<file path="config.mk">
export PLATFORM = sky130hd
export DESIGN_NAME = threshold_decide
export DESIGN_NICKNAME = d
export VERILOG_FILES = /design/src/logic/binarize_pkg.sv /design/src/logic/threshold_decide.sv
export SDC_FILE = /design/constraint.sdc
export NUM_CORES = 1
export LEC_CHECK = 0
export BUFFER_PORTS_ARGS = -buffer_cell sky130_fd_sc_hd__buf_4
export CAP_MARGIN = 20
export CORE_MARGIN = 3
export CORE_UTILIZATION = 35
export CTS_CLUSTER_SIZE = 20
export DETAILED_ROUTE_END_ITERATION = 8
export PLACE_DENSITY = 0.67
export SYNTH_ARGS = -nofsm -noshare
export SYNTH_HDL_FRONTEND = slang
export SYNTH_SLANG_ARGS = --single-unit
</file>
<file path="constraint.sdc">
create_clock -name clk -period 5.2 [get_ports clk]
set_clock_uncertainty 0.15 [all_clocks]
set_input_delay 0.78 -clock clk [delete_from_list [all_inputs] [get_ports clk]]
set_output_delay 0.78 -clock clk [all_outputs]
set_load 0.02 [all_outputs]
</file>
<file path="src/logic/binarize_pkg.sv">
package binarize_pkg;

  // ====================
  // pixel and sum types
  // ====================

  typedef logic [7:0] pixel_t;    // unsigned grey value

  typedef logic [11:0] col_sum_t; // 13 pixels of 255 at most give 3315

  typedef logic [15:0] box_sum_t; // 169 pixels of 255 at most give 43095

  // ====================
  // window geometry
  // ====================

  localparam int WIN = 13;

  localparam int WIN_HALF = WIN / 2;    // centre row and column offset

  localparam int WIN_AREA = WIN * WIN;

  localparam int IDX_W = 10;            // row and column index width

endpackage
</file>
<file path="src/logic/threshold_decide.sv">
`timescale 1ns/1ns

module threshold_decide
  import binarize_pkg::*;
(
  input  logic     clk,
  input  logic     rst_n,
  input  logic     i_win_valid,
  input  box_sum_t i_box_sum,
  input  pixel_t   i_center,
  input  box_sum_t i_offset,
  output logic     o_bin_valid,
  output logic     o_bin
);

  localparam int CMP_W = $bits(box_sum_t) + 1;  // room for sum plus offset

  logic [CMP_W-1:0] scaled;
  logic [CMP_W-1:0] limit;

  // centre times area against the box sum is the mean test without a divide
  assign scaled = CMP_W'(i_center) * CMP_W'(WIN_AREA);
  assign limit  = CMP_W'(i_box_sum) + CMP_W'(i_offset);

  always_ff @(posedge clk) begin
    if (!rst_n) begin
      o_bin_valid <= 1'b0;
    end else begin
      o_bin_valid <= i_win_valid;
    end
  end

  always_ff @(posedge clk) begin
    o_bin <= (scaled >= limit);
  end

endmodule

</file>
== Yosys cells after proc, flatten, opt, wreduce, memory -nomap -nowiden ==
Cells that the tools add are included.

* $add $sub $neg: 1
* $mul: 1
* $lt $le $gt $ge: 1

{| class="wikitable"
|+ Operator list
! operator !! number
|-
| $add 16x16->17 || 1
|-
| $ge 16x17->1 || 1
|-
| $mul 8x8->16 const B || 1
|}

* Bits in registers: 2
* Bits of input ports: 43
* Output and inout bits: 2

== Longest topological paths before layout ==
* Word-level depth: 2
* Mapped depth: 18
* Gate-level depth less buffers: 18

== Least setup slack after synthesis ==
Ideal clock, no wire load.

* Path type: input to register
* Start: input port i_center[0]
* End: register o_bin
* Setup time: 0.147 ns
* Arrival: 4.706 ns
* Required time: 4.903 ns
* Slack: 0.197 ns
* Stages: 17
* Path buffers: 0
* Cell sequence: ha_1 ha_1 xor2_1 ha_1 ha_1 ha_1 nor2b_1 o31a_1 o41ai_1 xnor2_1 ha_1 a21oi_1 o21ai_0 o311ai_0 a21oi_1 a2111oi_0 a2111oi_2

* Longest elaborated chain between the ends: 2

{| class="wikitable"
|+ Ends and longest elaborated chain
! what !! line !! RTL
|-
| start, declared || threshold_decide.sv:10 || <nowiki>input pixel_t i_center,</nowiki>
|-
| $mul 8x8->16 || threshold_decide.sv:22 || <nowiki>assign scaled = CMP_W'(i_center) * CMP_W'(WIN_AREA);</nowiki>
|-
| $ge 16x17->1 || threshold_decide.sv:34 || <nowiki>o_bin <= (scaled >= limit);</nowiki>
|-
| end signal, assigned || threshold_decide.sv:34 ||
|-
| end, declared || threshold_decide.sv:13 || <nowiki>output logic o_bin</nowiki>
|}

No other way between the ends.
A chain may end at the register's enable or synchronous reset.

== Final worst setup path ==
Ends and elaborated chain as after synthesis.

==> qor.txt <==
VDD IR-drop max = 0.100 mV
Post-Place Cells = 352
number of antenna violations at the first check in global routing = 0
ratio of total power to cell area = 243 mW/mm^2
detailed-routing iteration count for the pre-antenna-repair pass = 4
pin count of the biggest net entering global routing = 12
Tmin final = 4.86 ns
max-cap viol count = 0
endpoints failing hold = 0
fin. max-slew vios = 0
post-layout worst setup margin = 0.337 ns
grt total ovfl = 0
width of the chip = 83.6 um
via total after detailed routing = 1867
starting DRC count in detailed routing = 41
most used flip-flop cell after synthesis = sky130_fd_sc_hd__dfxtp_1
number of distinct library cells after synthesis = 49
total routing resource utilization after global routing = 12.1%
Final Power = 631 uW
final weighted congestion in routability-driven placement = 0.790
cell type contributing the most total cell area after synthesis = sky130_fd_sc_hd__ha_1
Inserted Clock Buffers = 3
critical path's most frequent cell = sky130_fd_sc_hd__ha_1
starting utilization of the core area = 37.1%
Layout area overhead = 23.4%
worst hold path depth = 2
post-synth top area share = 44.0%
PortBufs = 44
share of synthesized flip-flops with an asynchronous set or reset = 0%
number of global-route vias before repair = 1901
cell at the slowest stage of the critical path = sky130_fd_sc_hd__a2111oi_2
overall die area = 0.00698 mm^2
post-CTS setup buffer count = 0
cells taking the most area after synthesis = sky130_fd_sc_hd__ha_1, sky130_fd_sc_hd__fa_1, sky130_fd_sc_hd__xnor2_1
number of failing setup endpoints in the final timing report = 0
average wire length per cell after detail routing = 11.9 um
share of cells above drive strength 1 = 23.0%
min-delay worst type = input port to register
most frequent cells after synthesis = sky130_fd_sc_hd__ha_1, sky130_fd_sc_hd__nor2_1, sky130_fd_sc_hd__inv_1
number of cells in the finished layout apart from fillers = 355
average via count per standard cell = 5.26
final-layout setup total negative slack = 0 ns
Placeable Area = 0.00568 mm^2
post-layout net count = 408
wire length of the first global-routing pass = 7530 um
Post-Synthesis Net Count = 358
Root Buffer Master = sky130_fd_sc_hd__clkbuf_8
worst-case headroom to the max-slew limit = 71.7%
minimum hold slack = 0.632 ns
quantity of hold-fixing buffers added after cts = 0
Yosys warning total = 0
largest delay contributor family on the critical path = adder cells
worst path bufs/invs = 2
most frequently used cell type in the post-synthesis netlist = sky130_fd_sc_hd__ha_1
placement row count = 27
Critical Path Sink Type = register
leakage power summed over all cells = 1.32 nW
required time of the worst setup path = 5.13 ns
critical path arrival = 4.79 ns
ANT nets after route = 0
vertical die dimension = 83.6 um
startpoint of the tightest hold check path = i_win_valid
synthesized cell area = 0.00211 mm^2
result of the run = finished clean
Setup WS pre-CTS = -0.139 ns
TritonCTS clock tree = yes
Sinks on Clock Net = 2
beginning of the critical path = i_center[0]
Syn Area/Cell = 8.96 um^2
Period Utilization, post-route = 93.5%
hold endpoint = o_bin_valid
Worst Setup Start Kind = input port
Max Clock Freq = 0.206 GHz
DPL Wire Length = 3780 um
post-synthesis cell count = 235
category of the most critical setup path = input port to register
crit-path cells = buf_4, ha_1, ha_1, xor2_1, ha_1, ha_1, ha_1, buf_4, a21oi_1, nor2b_1, o31a_1, nor2_1, xnor2_1, ha_1, nand4_1, o21ai_0, o311ai_1, a21oi_1, a2111oi_2, a2111oi_2
actual slew at the worst max-slew pin = 0.414 ns
FF+latch count, synth = 2
largest fanout of any net on the critical path = 3
diodes inserted = 0
CTS max path bufs = 2
setup repair after global routing missed its margin = false
number of levels the H-tree was split into = 1
Final Routed Wirelength = 4230 um
number of enable-type register cells in the synthesized netlist = 0
sequential share of the synthesized area = 1.90%
Clock Pin Slew Worst Setup and Hold Paths = 0.03 ns
Top Ports = 45
delay of the slowest cell on the worst path = 0.35 ns
remaining design rule violation count = 0
==> timing repair <==
item                                    CTS  global route
endpoints found under the setup margin    0             1
hold endpoints to repair                  0             0
resized for setup                         0             5
==> per-layer routing <==
layer	track usage, %	wire length (um)	vias up
met3	0.987	99	4
met1	14.7	1990	849
met2	23.0	2110	26
met5	0	0	-
met4	2.49	34	0
li1	-	-	988
==> power by group <==
group	switching, mW	internal, mW	leakage (nW)
Clock	0.0122	0.0489	0.0216
Combinational	0.283	0.266	1.29
Sequential	0.000881	0.0195	0.0166
Total	0.296	0.335	1.32
==> layout make-up <==
type	count	area [um^2]
Inverter	17	63.8
Multi-Input combinational cell	215	2020
Sequential cell	2	40.0
Fill cell	582	3080
Clock buffer	3	41.3
Tap cell	72	90.1
Timing Repair Buffer	46	345
==> sequential cells by signal (all words and copies together), names as in the netlist <==
signal	flops
o_bin	1
o_bin_valid	1
==> cells in the final DEF, fill, tap and decap left out, types with 2 or more instances in the layout <==
| cell | Yosys | routed |
|---|---|---|
| sky130_fd_sc_hd__a31oi_1 | 3 | 3 |
| sky130_fd_sc_hd__buf_4 | 0 | 46 |
| sky130_fd_sc_hd__fa_1 | 6 | 6 |
| sky130_fd_sc_hd__clkbuf_8 | 0 | 3 |
| sky130_fd_sc_hd__o211ai_1 | 2 | 2 |
| sky130_fd_sc_hd__a311oi_1 | 2 | 2 |
| sky130_fd_sc_hd__nor2b_1 | 4 | 4 |
| sky130_fd_sc_hd__nor3_1 | 6 | 6 |
| sky130_fd_sc_hd__nand2b_1 | 2 | 2 |
| sky130_fd_sc_hd__o31a_1 | 2 | 2 |
| sky130_fd_sc_hd__and3_2 | 2 | 2 |
| sky130_fd_sc_hd__a21o_1 | 5 | 5 |
| sky130_fd_sc_hd__nand3_1 | 4 | 4 |
| sky130_fd_sc_hd__a2111oi_2 | 1 | 2 |
| sky130_fd_sc_hd__nand4_1 | 2 | 2 |
| sky130_fd_sc_hd__a2111oi_0 | 3 | 2 |
| sky130_fd_sc_hd__inv_1 | 17 | 17 |
| sky130_fd_sc_hd__xor2_1 | 9 | 9 |
| sky130_fd_sc_hd__nand2_1 | 11 | 11 |
| sky130_fd_sc_hd__o21a_1 | 3 | 3 |
| sky130_fd_sc_hd__xnor2_1 | 13 | 13 |
| sky130_fd_sc_hd__o21ai_0 | 4 | 4 |
| sky130_fd_sc_hd__dfxtp_1 | 2 | 2 |
| sky130_fd_sc_hd__a21oi_1 | 12 | 12 |
| sky130_fd_sc_hd__ha_1 | 74 | 74 |
| sky130_fd_sc_hd__nor4_1 | 2 | 2 |
| sky130_fd_sc_hd__nor2_1 | 19 | 19 |
==> per-stage QoR <==
stage	utilization, %	instance area, um^2
after global routing	45.8	2600
after global placement	44.6	2530
final	45.8	2600
after CTS	45.3	2570
after floorplan	-	2110
after detailed placement	44.6	2530
==> worst max path at each step <==
stage                 end  slack, ns  cells past startpoint
finish              o_bin       0.34                     20
detailed placement  o_bin      -0.14                     18
global placement    o_bin      -0.03                     18
global route        o_bin      0.002                     20
floorplan           o_bin       0.20                     17
CTS                 o_bin       0.08                     18
==> kinds of logic (layout without fill, tap and decap cells) <==
logic type / Yosys count / in the layout / synth area share (%)
adders and majority gates: 80 / 80 / 49.7
and+or+nand+nor: 59 / 59 / 13.9
DFF: 2 / 2 / 1.90
xor gates and xnor gates: 22 / 22 / 9.15
muxes: 1 / 1 / 0.535
buffers and inverters: 18 / 66 / 3.45
AOI/OAI and AO/OA: 53 / 53 / 21.4
Power figures use the tool's default switching activity.
