### src/logic/binarize_pkg.sv
package binarize_pkg;

  // ====================
  // pixel and sum types
  // ====================

  typedef logic [7:0] pixel_t;    // unsigned grey value

  typedef logic [11:0] col_sum_t; // 13 pixels of 255 at most give 3315

  typedef logic [15:0] box_sum_t; // 169 pixels of 255 at most give 43095

  // ====================
  // window geometry
  // ====================

  localparam int WIN = 13;

  localparam int WIN_HALF = WIN / 2;    // centre row and column offset

  localparam int WIN_AREA = WIN * WIN;

  localparam int IDX_W = 10;            // row and column index width

endpackage
### src/logic/window_sum.sv
`timescale 1ns/1ns

module window_sum
  import binarize_pkg::*;
#(
  parameter int COLS = 64,
  parameter int ROWS = 48
) (
  input  logic             clk,
  input  logic             rst_n,
  input  logic             i_frame_start,
  input  logic             i_col_valid,
  input  pixel_t           i_col [WIN],
  input  logic [IDX_W-1:0] i_col_idx,
  output logic             o_win_valid,
  output box_sum_t         o_box_sum,
  output pixel_t           o_center,
  output logic             o_frame_done
);

  logic [8:0]       lvl1 [7];
  logic [9:0]       lvl2 [4];
  logic [10:0]      lvl3 [2];
  col_sum_t         col_sum;
  col_sum_t         col_old;
  logic [3:0]       vld_pipe;
  logic [IDX_W-1:0] idx_pipe [4];
  pixel_t           ctr_pipe [4];
  pixel_t           ctr_tap;
  logic [IDX_W-1:0] row_cnt;
  logic             idx_first;
  logic             idx_full;
  logic             idx_last;
  logic             row_last;
  logic             win_inside;
  box_sum_t         col_drop;

  // ====================
  // column adder tree
  // ====================

  // four registered levels, 13 -> 7 -> 4 -> 2 -> 1
  always_ff @(posedge clk) begin
    for (int k = 0; k < 6; k++) begin
      lvl1[k] <= 9'(i_col[2*k]) + 9'(i_col[2*k+1]);
    end
    lvl1[6] <= 9'(i_col[WIN-1]);
    for (int k = 0; k < 3; k++) begin
      lvl2[k] <= 10'(lvl1[2*k]) + 10'(lvl1[2*k+1]);
    end
    lvl2[3] <= 10'(lvl1[6]);
    lvl3[0] <= 11'(lvl2[0]) + 11'(lvl2[1]);
    lvl3[1] <= 11'(lvl2[2]) + 11'(lvl2[3]);
    col_sum <= col_sum_t'(lvl3[0]) + col_sum_t'(lvl3[1]);
    idx_pipe[0] <= i_col_idx;
    ctr_pipe[0] <= ctr_tap;
    for (int k = 1; k < 4; k++) begin
      idx_pipe[k] <= idx_pipe[k-1];
      ctr_pipe[k] <= ctr_pipe[k-1];
    end
  end

  always_ff @(posedge clk) begin
    if (!rst_n) begin
      vld_pipe <= '0;
    end else if (i_frame_start) begin
      vld_pipe <= '0;  // drop anything still in flight from the last frame
    end else begin
      vld_pipe <= {vld_pipe[2:0], i_col_valid};
    end
  end

  // centre of the window is row tap 6 of the column six places back
  delay_line #(
    .T     (pixel_t),
    .DEPTH (WIN_HALF)
  ) ctr_delay_inst (
    .clk   (clk),
    .rst_n (rst_n),
    .i_en  (i_col_valid),
    .i_d   (i_col[WIN_HALF]),
    .o_q   (ctr_tap)
  );

  // ====================
  // running box sum
  // ====================

  delay_line #(
    .T     (col_sum_t),
    .DEPTH (WIN)
  ) col_hist_inst (
    .clk   (clk),
    .rst_n (rst_n),
    .i_en  (vld_pipe[3]),
    .i_d   (col_sum),
    .o_q   (col_old)
  );

  assign idx_first  = (idx_pipe[3] == '0);
  assign idx_full   = (idx_pipe[3] >= IDX_W'(WIN));
  assign idx_last   = (idx_pipe[3] == IDX_W'(COLS - 1));
  assign row_last   = (row_cnt == IDX_W'(ROWS - 1));
  assign win_inside = (idx_pipe[3] >= IDX_W'(WIN - 1)) && (row_cnt >= IDX_W'(WIN - 1));
  assign col_drop   = idx_full ? box_sum_t'(col_old) : '0;  // column leaving the window

  always_ff @(posedge clk) begin
    if (!rst_n) begin
      o_box_sum    <= '0;
      row_cnt      <= '0;
      o_win_valid  <= 1'b0;
      o_frame_done <= 1'b0;
    end else if (i_frame_start) begin
      row_cnt      <= '0;
      o_win_valid  <= 1'b0;
      o_frame_done <= 1'b0;
    end else begin
      o_win_valid  <= vld_pipe[3] && win_inside;
      o_frame_done <= vld_pipe[3] && idx_last && row_last;
      if (vld_pipe[3]) begin
        o_box_sum <= idx_first ? box_sum_t'(col_sum)
                               : o_box_sum + box_sum_t'(col_sum) - col_drop;
        if (idx_last) begin
          row_cnt <= row_last ? '0 : row_cnt + 1'b1;
        end
      end
    end
  end

  always_ff @(posedge clk) begin
    if (vld_pipe[3]) begin
      o_center <= ctr_pipe[3];
    end
  end

endmodule

### src/logic/delay_line.sv
`timescale 1ns/1ns

module delay_line #(
  parameter type T     = logic [7:0],
  parameter int  DEPTH = 4
) (
  input  logic clk,
  input  logic rst_n,
  input  logic i_en,
  input  T     i_d,
  output T     o_q
);

  T stage [DEPTH];

  // the chain only moves when an item is accepted
  always_ff @(posedge clk) begin
    if (!rst_n) begin
      for (int k = 0; k < DEPTH; k++) begin
        stage[k] <= '0;
      end
    end else if (i_en) begin
      stage[0] <= i_d;
      for (int k = 1; k < DEPTH; k++) begin
        stage[k] <= stage[k-1];
      end
    end
  end

  // read beside an accepting item this is the item DEPTH places older
  assign o_q = stage[DEPTH-1];

endmodule

### config.mk
export PLATFORM = sky130hd
export DESIGN_NAME = window_sum
export DESIGN_NICKNAME = d
export VERILOG_FILES = /design/src/logic/binarize_pkg.sv /design/src/logic/window_sum.sv /design/src/logic/delay_line.sv
export SDC_FILE = /design/constraint.sdc
export NUM_CORES = 1
export LEC_CHECK = 0
export BUFFER_PORTS_ARGS = -buffer_cell sky130_fd_sc_hd__buf_2
export CORE_ASPECT_RATIO = 0.5
export CORE_MARGIN = 2
export CORE_UTILIZATION = 54
export DETAILED_ROUTE_END_ITERATION = 6
export GPL_TIMING_DRIVEN = 0
export MAX_ROUTING_LAYER = met4
export PLACE_DENSITY = 0.78
export SYNTH_ARGS = -nofsm -noshare
export SYNTH_HDL_FRONTEND = slang
export SYNTH_HIERARCHICAL = 1
export SYNTH_SLANG_ARGS = --single-unit
### constraint.sdc
create_clock -name clk -period 5.5 [get_ports clk]
set_clock_uncertainty 0.2 [all_clocks]
set_input_delay 0.55 -clock clk [delete_from_list [all_inputs] [get_ports clk]]
set_output_delay 0.55 -clock clk [all_outputs]
set_load 0.005 [all_outputs]
After elaboration in Yosys (flattened, before gate mapping)
Memory sizes are Yosys's and may differ from the RTL's. A register that Yosys moved wholly into a read port is not among the register bits.
Cells that the tools add are included.

word-level totals
  RAM bits = 401
  word-level logic and storage cells = 91
  memories = 7
  input port bits = 118
  bits in registers = 44

operators by class
  reduce and logical (&&, ||, !) cells = 8
  muxes and demuxes = 29
  add/sub/neg operators = 15
  bitwise operators = 21
  eq/ne operators = 2
  magnitude comparators = 3

memory list
  name                  depth  bits a word  read ports  clocked after Yosys merged registers in  wr ports  RTL line          source
  col_hist_inst.stage   13     12           13          0                                        13        delay_line.sv:14  T stage [DEPTH];
  lvl1                  7      9            7           0                                        7         window_sum.sv:21  logic [8:0] lvl1 [7];
  ctr_delay_inst.stage  6      8            6           0                                        6         delay_line.sv:14
  idx_pipe              4      10           4           0                                        4         window_sum.sv:27  logic [IDX_W-1:0] idx_pipe [4];
  lvl2                  4      10           4           0                                        4         window_sum.sv:22  logic [9:0] lvl2 [4];
  ctr_pipe              4      8            4           1                                        4         window_sum.sv:28  pixel_t ctr_pipe [4];
  +1 memories           --     --           --          --                                       --        --

operator list
  cell                                                                count
  two-way mux 12 bit                                                  14
  adder 8 x 8 -> 9 bit                                                6
  two-way mux 8 bit                                                   6
  adder 9 x 9 -> 10 bit                                               3
  greater-or-equal comparator 10 x 4 -> 1 bit, second input constant  3
  adder 10 x 10 -> 11 bit                                             2
  equality test 10 x 6 -> 1 bit, second input constant                2
  OR 1 bit                                                            19
  adder 16 x 12 -> 16 bit                                             1
  two-way mux 16 bit                                                  1
  subtractor 16 x 12 -> 16 bit                                        1
  adder 11 x 11 -> 12 bit                                             1
  adder 10 x 1 -> 10 bit, second input constant                       1
  zero test 10 bit                                                    1
  two-way mux 10 bit                                                  1
  two-way mux 1 bit                                                   7
  logical AND 1 bit                                                   4
  AND reduction 2 bit                                                 2
  NOT 1 bit                                                           2
  OR reduction 2 bit                                                  1

Longest topological paths before layout
An unclocked memory read counts as a cell.

  depth after elaboration = 5
  mapped depth = 16

By module
Netlist, hierarchy kept.

modules (own cells, without submodules)
  module                        cells an instance  instances  area each (um^2)  sequential area each (um^2)
  window_sum                    1047               1          10681.5           5004.8
  delay_line at col_hist_inst   355                1          5910.7            4684.5
  delay_line at ctr_delay_inst  107                1          1811.7            1441.4

Least setup slack after synthesis
Ideal clock, no wire load.

  path kind = register to register
  start = register vld_pipe[3]
  end = memory col_hist_inst/stage[0][0] (netlist bit) (enable)
  data arrival time = 4.591 ns
  stages on the path, launching flop included = 3
  data required time = 4.757 ns
  slack = 0.166 ns
  cells stage by stage = dfxtp_1 -> buf_2 -> nand2b_1

RTL lines
  what                    RTL line          source
  start, declared         window_sum.sv:26  logic [3:0] vld_pipe;
  start signal, assigned  window_sum.sv:69  vld_pipe <= {vld_pipe[2:0], i_col_valid};
  end, declared           delay_line.sv:14

==> reports/metrics.cfg <==
[clocking]
cts_resized=0
cts_tree=built
cts_root_buf=clkbuf_16
cts_hold_buf=19
cts.clk_slew.worst_paths_ns=0.07
clkLatencyLatePin_ns=0.54
cts_sinks=450
htreeDepth=2
cts_buffers=39
cts_buffer_depth=3
postCtsSetupBuffers=0

[layout]
nNetsFinal=1979
multi_input_area_mm2=0.00646
layout.cells.non_filler=2186
ff_latch_area_mm2=0.0111
fillers=2490
drive_gt1_share_pct=15.4
antennaDiodeCount=0
final_core_util_pct=63.9
fin_area_mm2=0.0213
most-common-layout-cells=dfxtp_1 (238), edfxtp_1 (212), and3_1 (174)
syn_to_final_growth_pct=15.5
final_common_cell=dfxtp_1

[drt]
vias_per_cell=5.15
route.vias.total=11300
drtIter0Drc=752
drtPass1Iterations=5
drc=0
final_antenna_net_count=0
wl_mm=33.4
post_drt_wl_per_cell_um=15.3

[setup_path]
crit_fanout=10
crit_required_ns=5.74
rrSetupSlack_ns=0.76
worstPathArrival_ns=4.98
slowest_stage=or4_4
critPathKind=flip-flop to flip-flop
critPathTopFamily=compound AO/OA/AOI/OAI gates
crit_chain=or4_4, nor3_2, o21ai_0, clkbuf_1, and2_1, fa_1, inv_1, ha_1, a21o_1, a21o_1, a221o_1, a21oi_1, o21ai_0, a21o_1, a211o_1
cpPeakStageDelay_ns=0.57
critPathBufInv=2
cp-start-kind=flip-flop
worst_setup_path_end_kind=flip-flop
crit_top_cell=a21o_1

[timing]
hold_violations=0
slew_violations=0
period_needed_ns=4.74
fmax_ghz=0.211
setup_violations=0
rsz0062_at_grt=false
relSlewSlack_pct=52.6
finalSetupTns_ns=0
timing.hold.ws_ns=0.0271
worstMarginPinSlew_ns=0.710
period_share_pct=86.2
worst_slack_ns=0.761

[place]
placed_cells=2096
dpl_worst_slack_ns=0.758
port_buffers=143
placed_area_mm2=0.0197
post-dp-hpwl_mm=23.4
finalWeightedCongestion=0.903

[yosys]
synthFlopType=dfxtp_1
async_flop_share_pct=0
yosysWarnings=6
synthCells=1509
syn-cell-area_mm2=0.0184
synth-seq-area-share_pct=60.5
synth_nets=1773
ys_ff_latch=450
synth_area_per_cell_um2=12.2
synthDistinctLibCells=51
synth_edf_count=212

[grt]
grt_pass1_vias=11100
grt_overflow=0
grt_usage_pct=19.6
grt_most_used_layer=met2
use_met3_pct=2.95
grt_pass1_wl_mm=54.0
grt_max_degree=80
antenna_found_initial=0
met2_usage_pct=33.4
use_met1_pct=24.6

[floorplan]
core_mm2=0.0333
dieArea_mm2=0.0357
ios=144
die_w_um=265
rows=47
die_y_um=135
start_util_pct=55.3

[hold_path]
hp-class=input pin to flip-flop

[run_status]
status=completed

[power_and_ir_drop]
ir_drop_uv=251
leakage_nw=9.87
finalPower_mw=9.45
power_density_mw_per_mm2=445

[run]
cap_violations=0

synth_stat cells (all sizes together) (2+ instances only):
library cell	number	area share [%]
dfxtp	238	26
edfxtp	212	35
and3	175	6.0
inv	126	2.6
ha	122	8.3
a21oi	82	2.2
nor2	64	1.3
xnor2	61	2.9
o21ai	54	1.5
and2	53	1.8
nand2	48	0.98
a21o	36	1.5
buf	35	1.2
xor2	30	1.4
clkbuf	27	0.64
fa	24	2.6
nand3	19	0.54
nor2b	14	0.48
nand2b	13	0.44
nor3	11	0.39
a211oi	9	0.37
a21boi	9	0.37
o21a	7	0.29
o21bai	7	0.29
o211ai	5	0.20
a31oi	4	0.14
or3	3	0.10
a2111o	2	0.12
a311oi	2	0.095
a31o	2	0.095
o31ai	2	0.082
o32ai	2	0.095
state kept, by name (all words and copies together) (netlist names):
signal,count
o_win_valid,1
col_hist_inst/stage,156
o_frame_done,1
lvl1,62
ctr_delay_inst/stage,48
o_box_sum,16
ctr_pipe,32
lvl3,22
col_sum,12
lvl2,38
vld_pipe,4
row_cnt,10
o_center,8
idx_pipe,40
routing by layer:
| layer | wire (um) | up-vias |
|---|---|---|
| met5 | 0 | - |
| met4 | 692 | 0 |
| met3 | 1620 | 59 |
| met2 | 16500 | 202 |
| met1 | 14600 | 5334 |
| li1 | - | 5661 |
final cells by class:
cell class              count  area share, %
well taps                 441           2.60
inverters                 126           2.22
clock inverters            18          0.824
flip-flops and latches    450           52.4
multi-input cells         871           30.4
plain buffers              62           1.63
clock buffers              53           5.39
repair buffers            165           4.58
path summary, 6_finish.rpt:
check / from / cells past startpoint / end
worst max register to register: idx_pipe[3][9] / 15 / o_box_sum[14]
worst max-delay path: idx_pipe[3][9] / 15 / o_box_sum[14]
worst min-delay path: i_col[88] / 2 / lvl1[0][0]
worst min register to register: ctr_pipe[2][6] / 0 / ctr_pipe[3][6]
cells by family after synthesis:
family | Yosys count | synth area share [%]
flip-flops | 450 | 60.5
XOR/XNOR | 91 | 4.33
adder cells (fa/ha/maj) | 146 | 10.9
AND/OR/NAND/NOR | 405 | 12.2
AO/OA/AOI/OAI | 228 | 7.53
multiplexers | 1 | 0.0544
buffers and inverters | 188 | 4.45
report_power, final:
group          leakage, nW  internal (mW)  switching, mW
combinational         5.01           1.15           1.40
clock                0.657           1.57           1.20
sequential            4.20           3.95          0.182
total                 9.87           6.67           2.79
Power figures use the tool's default switching activity.
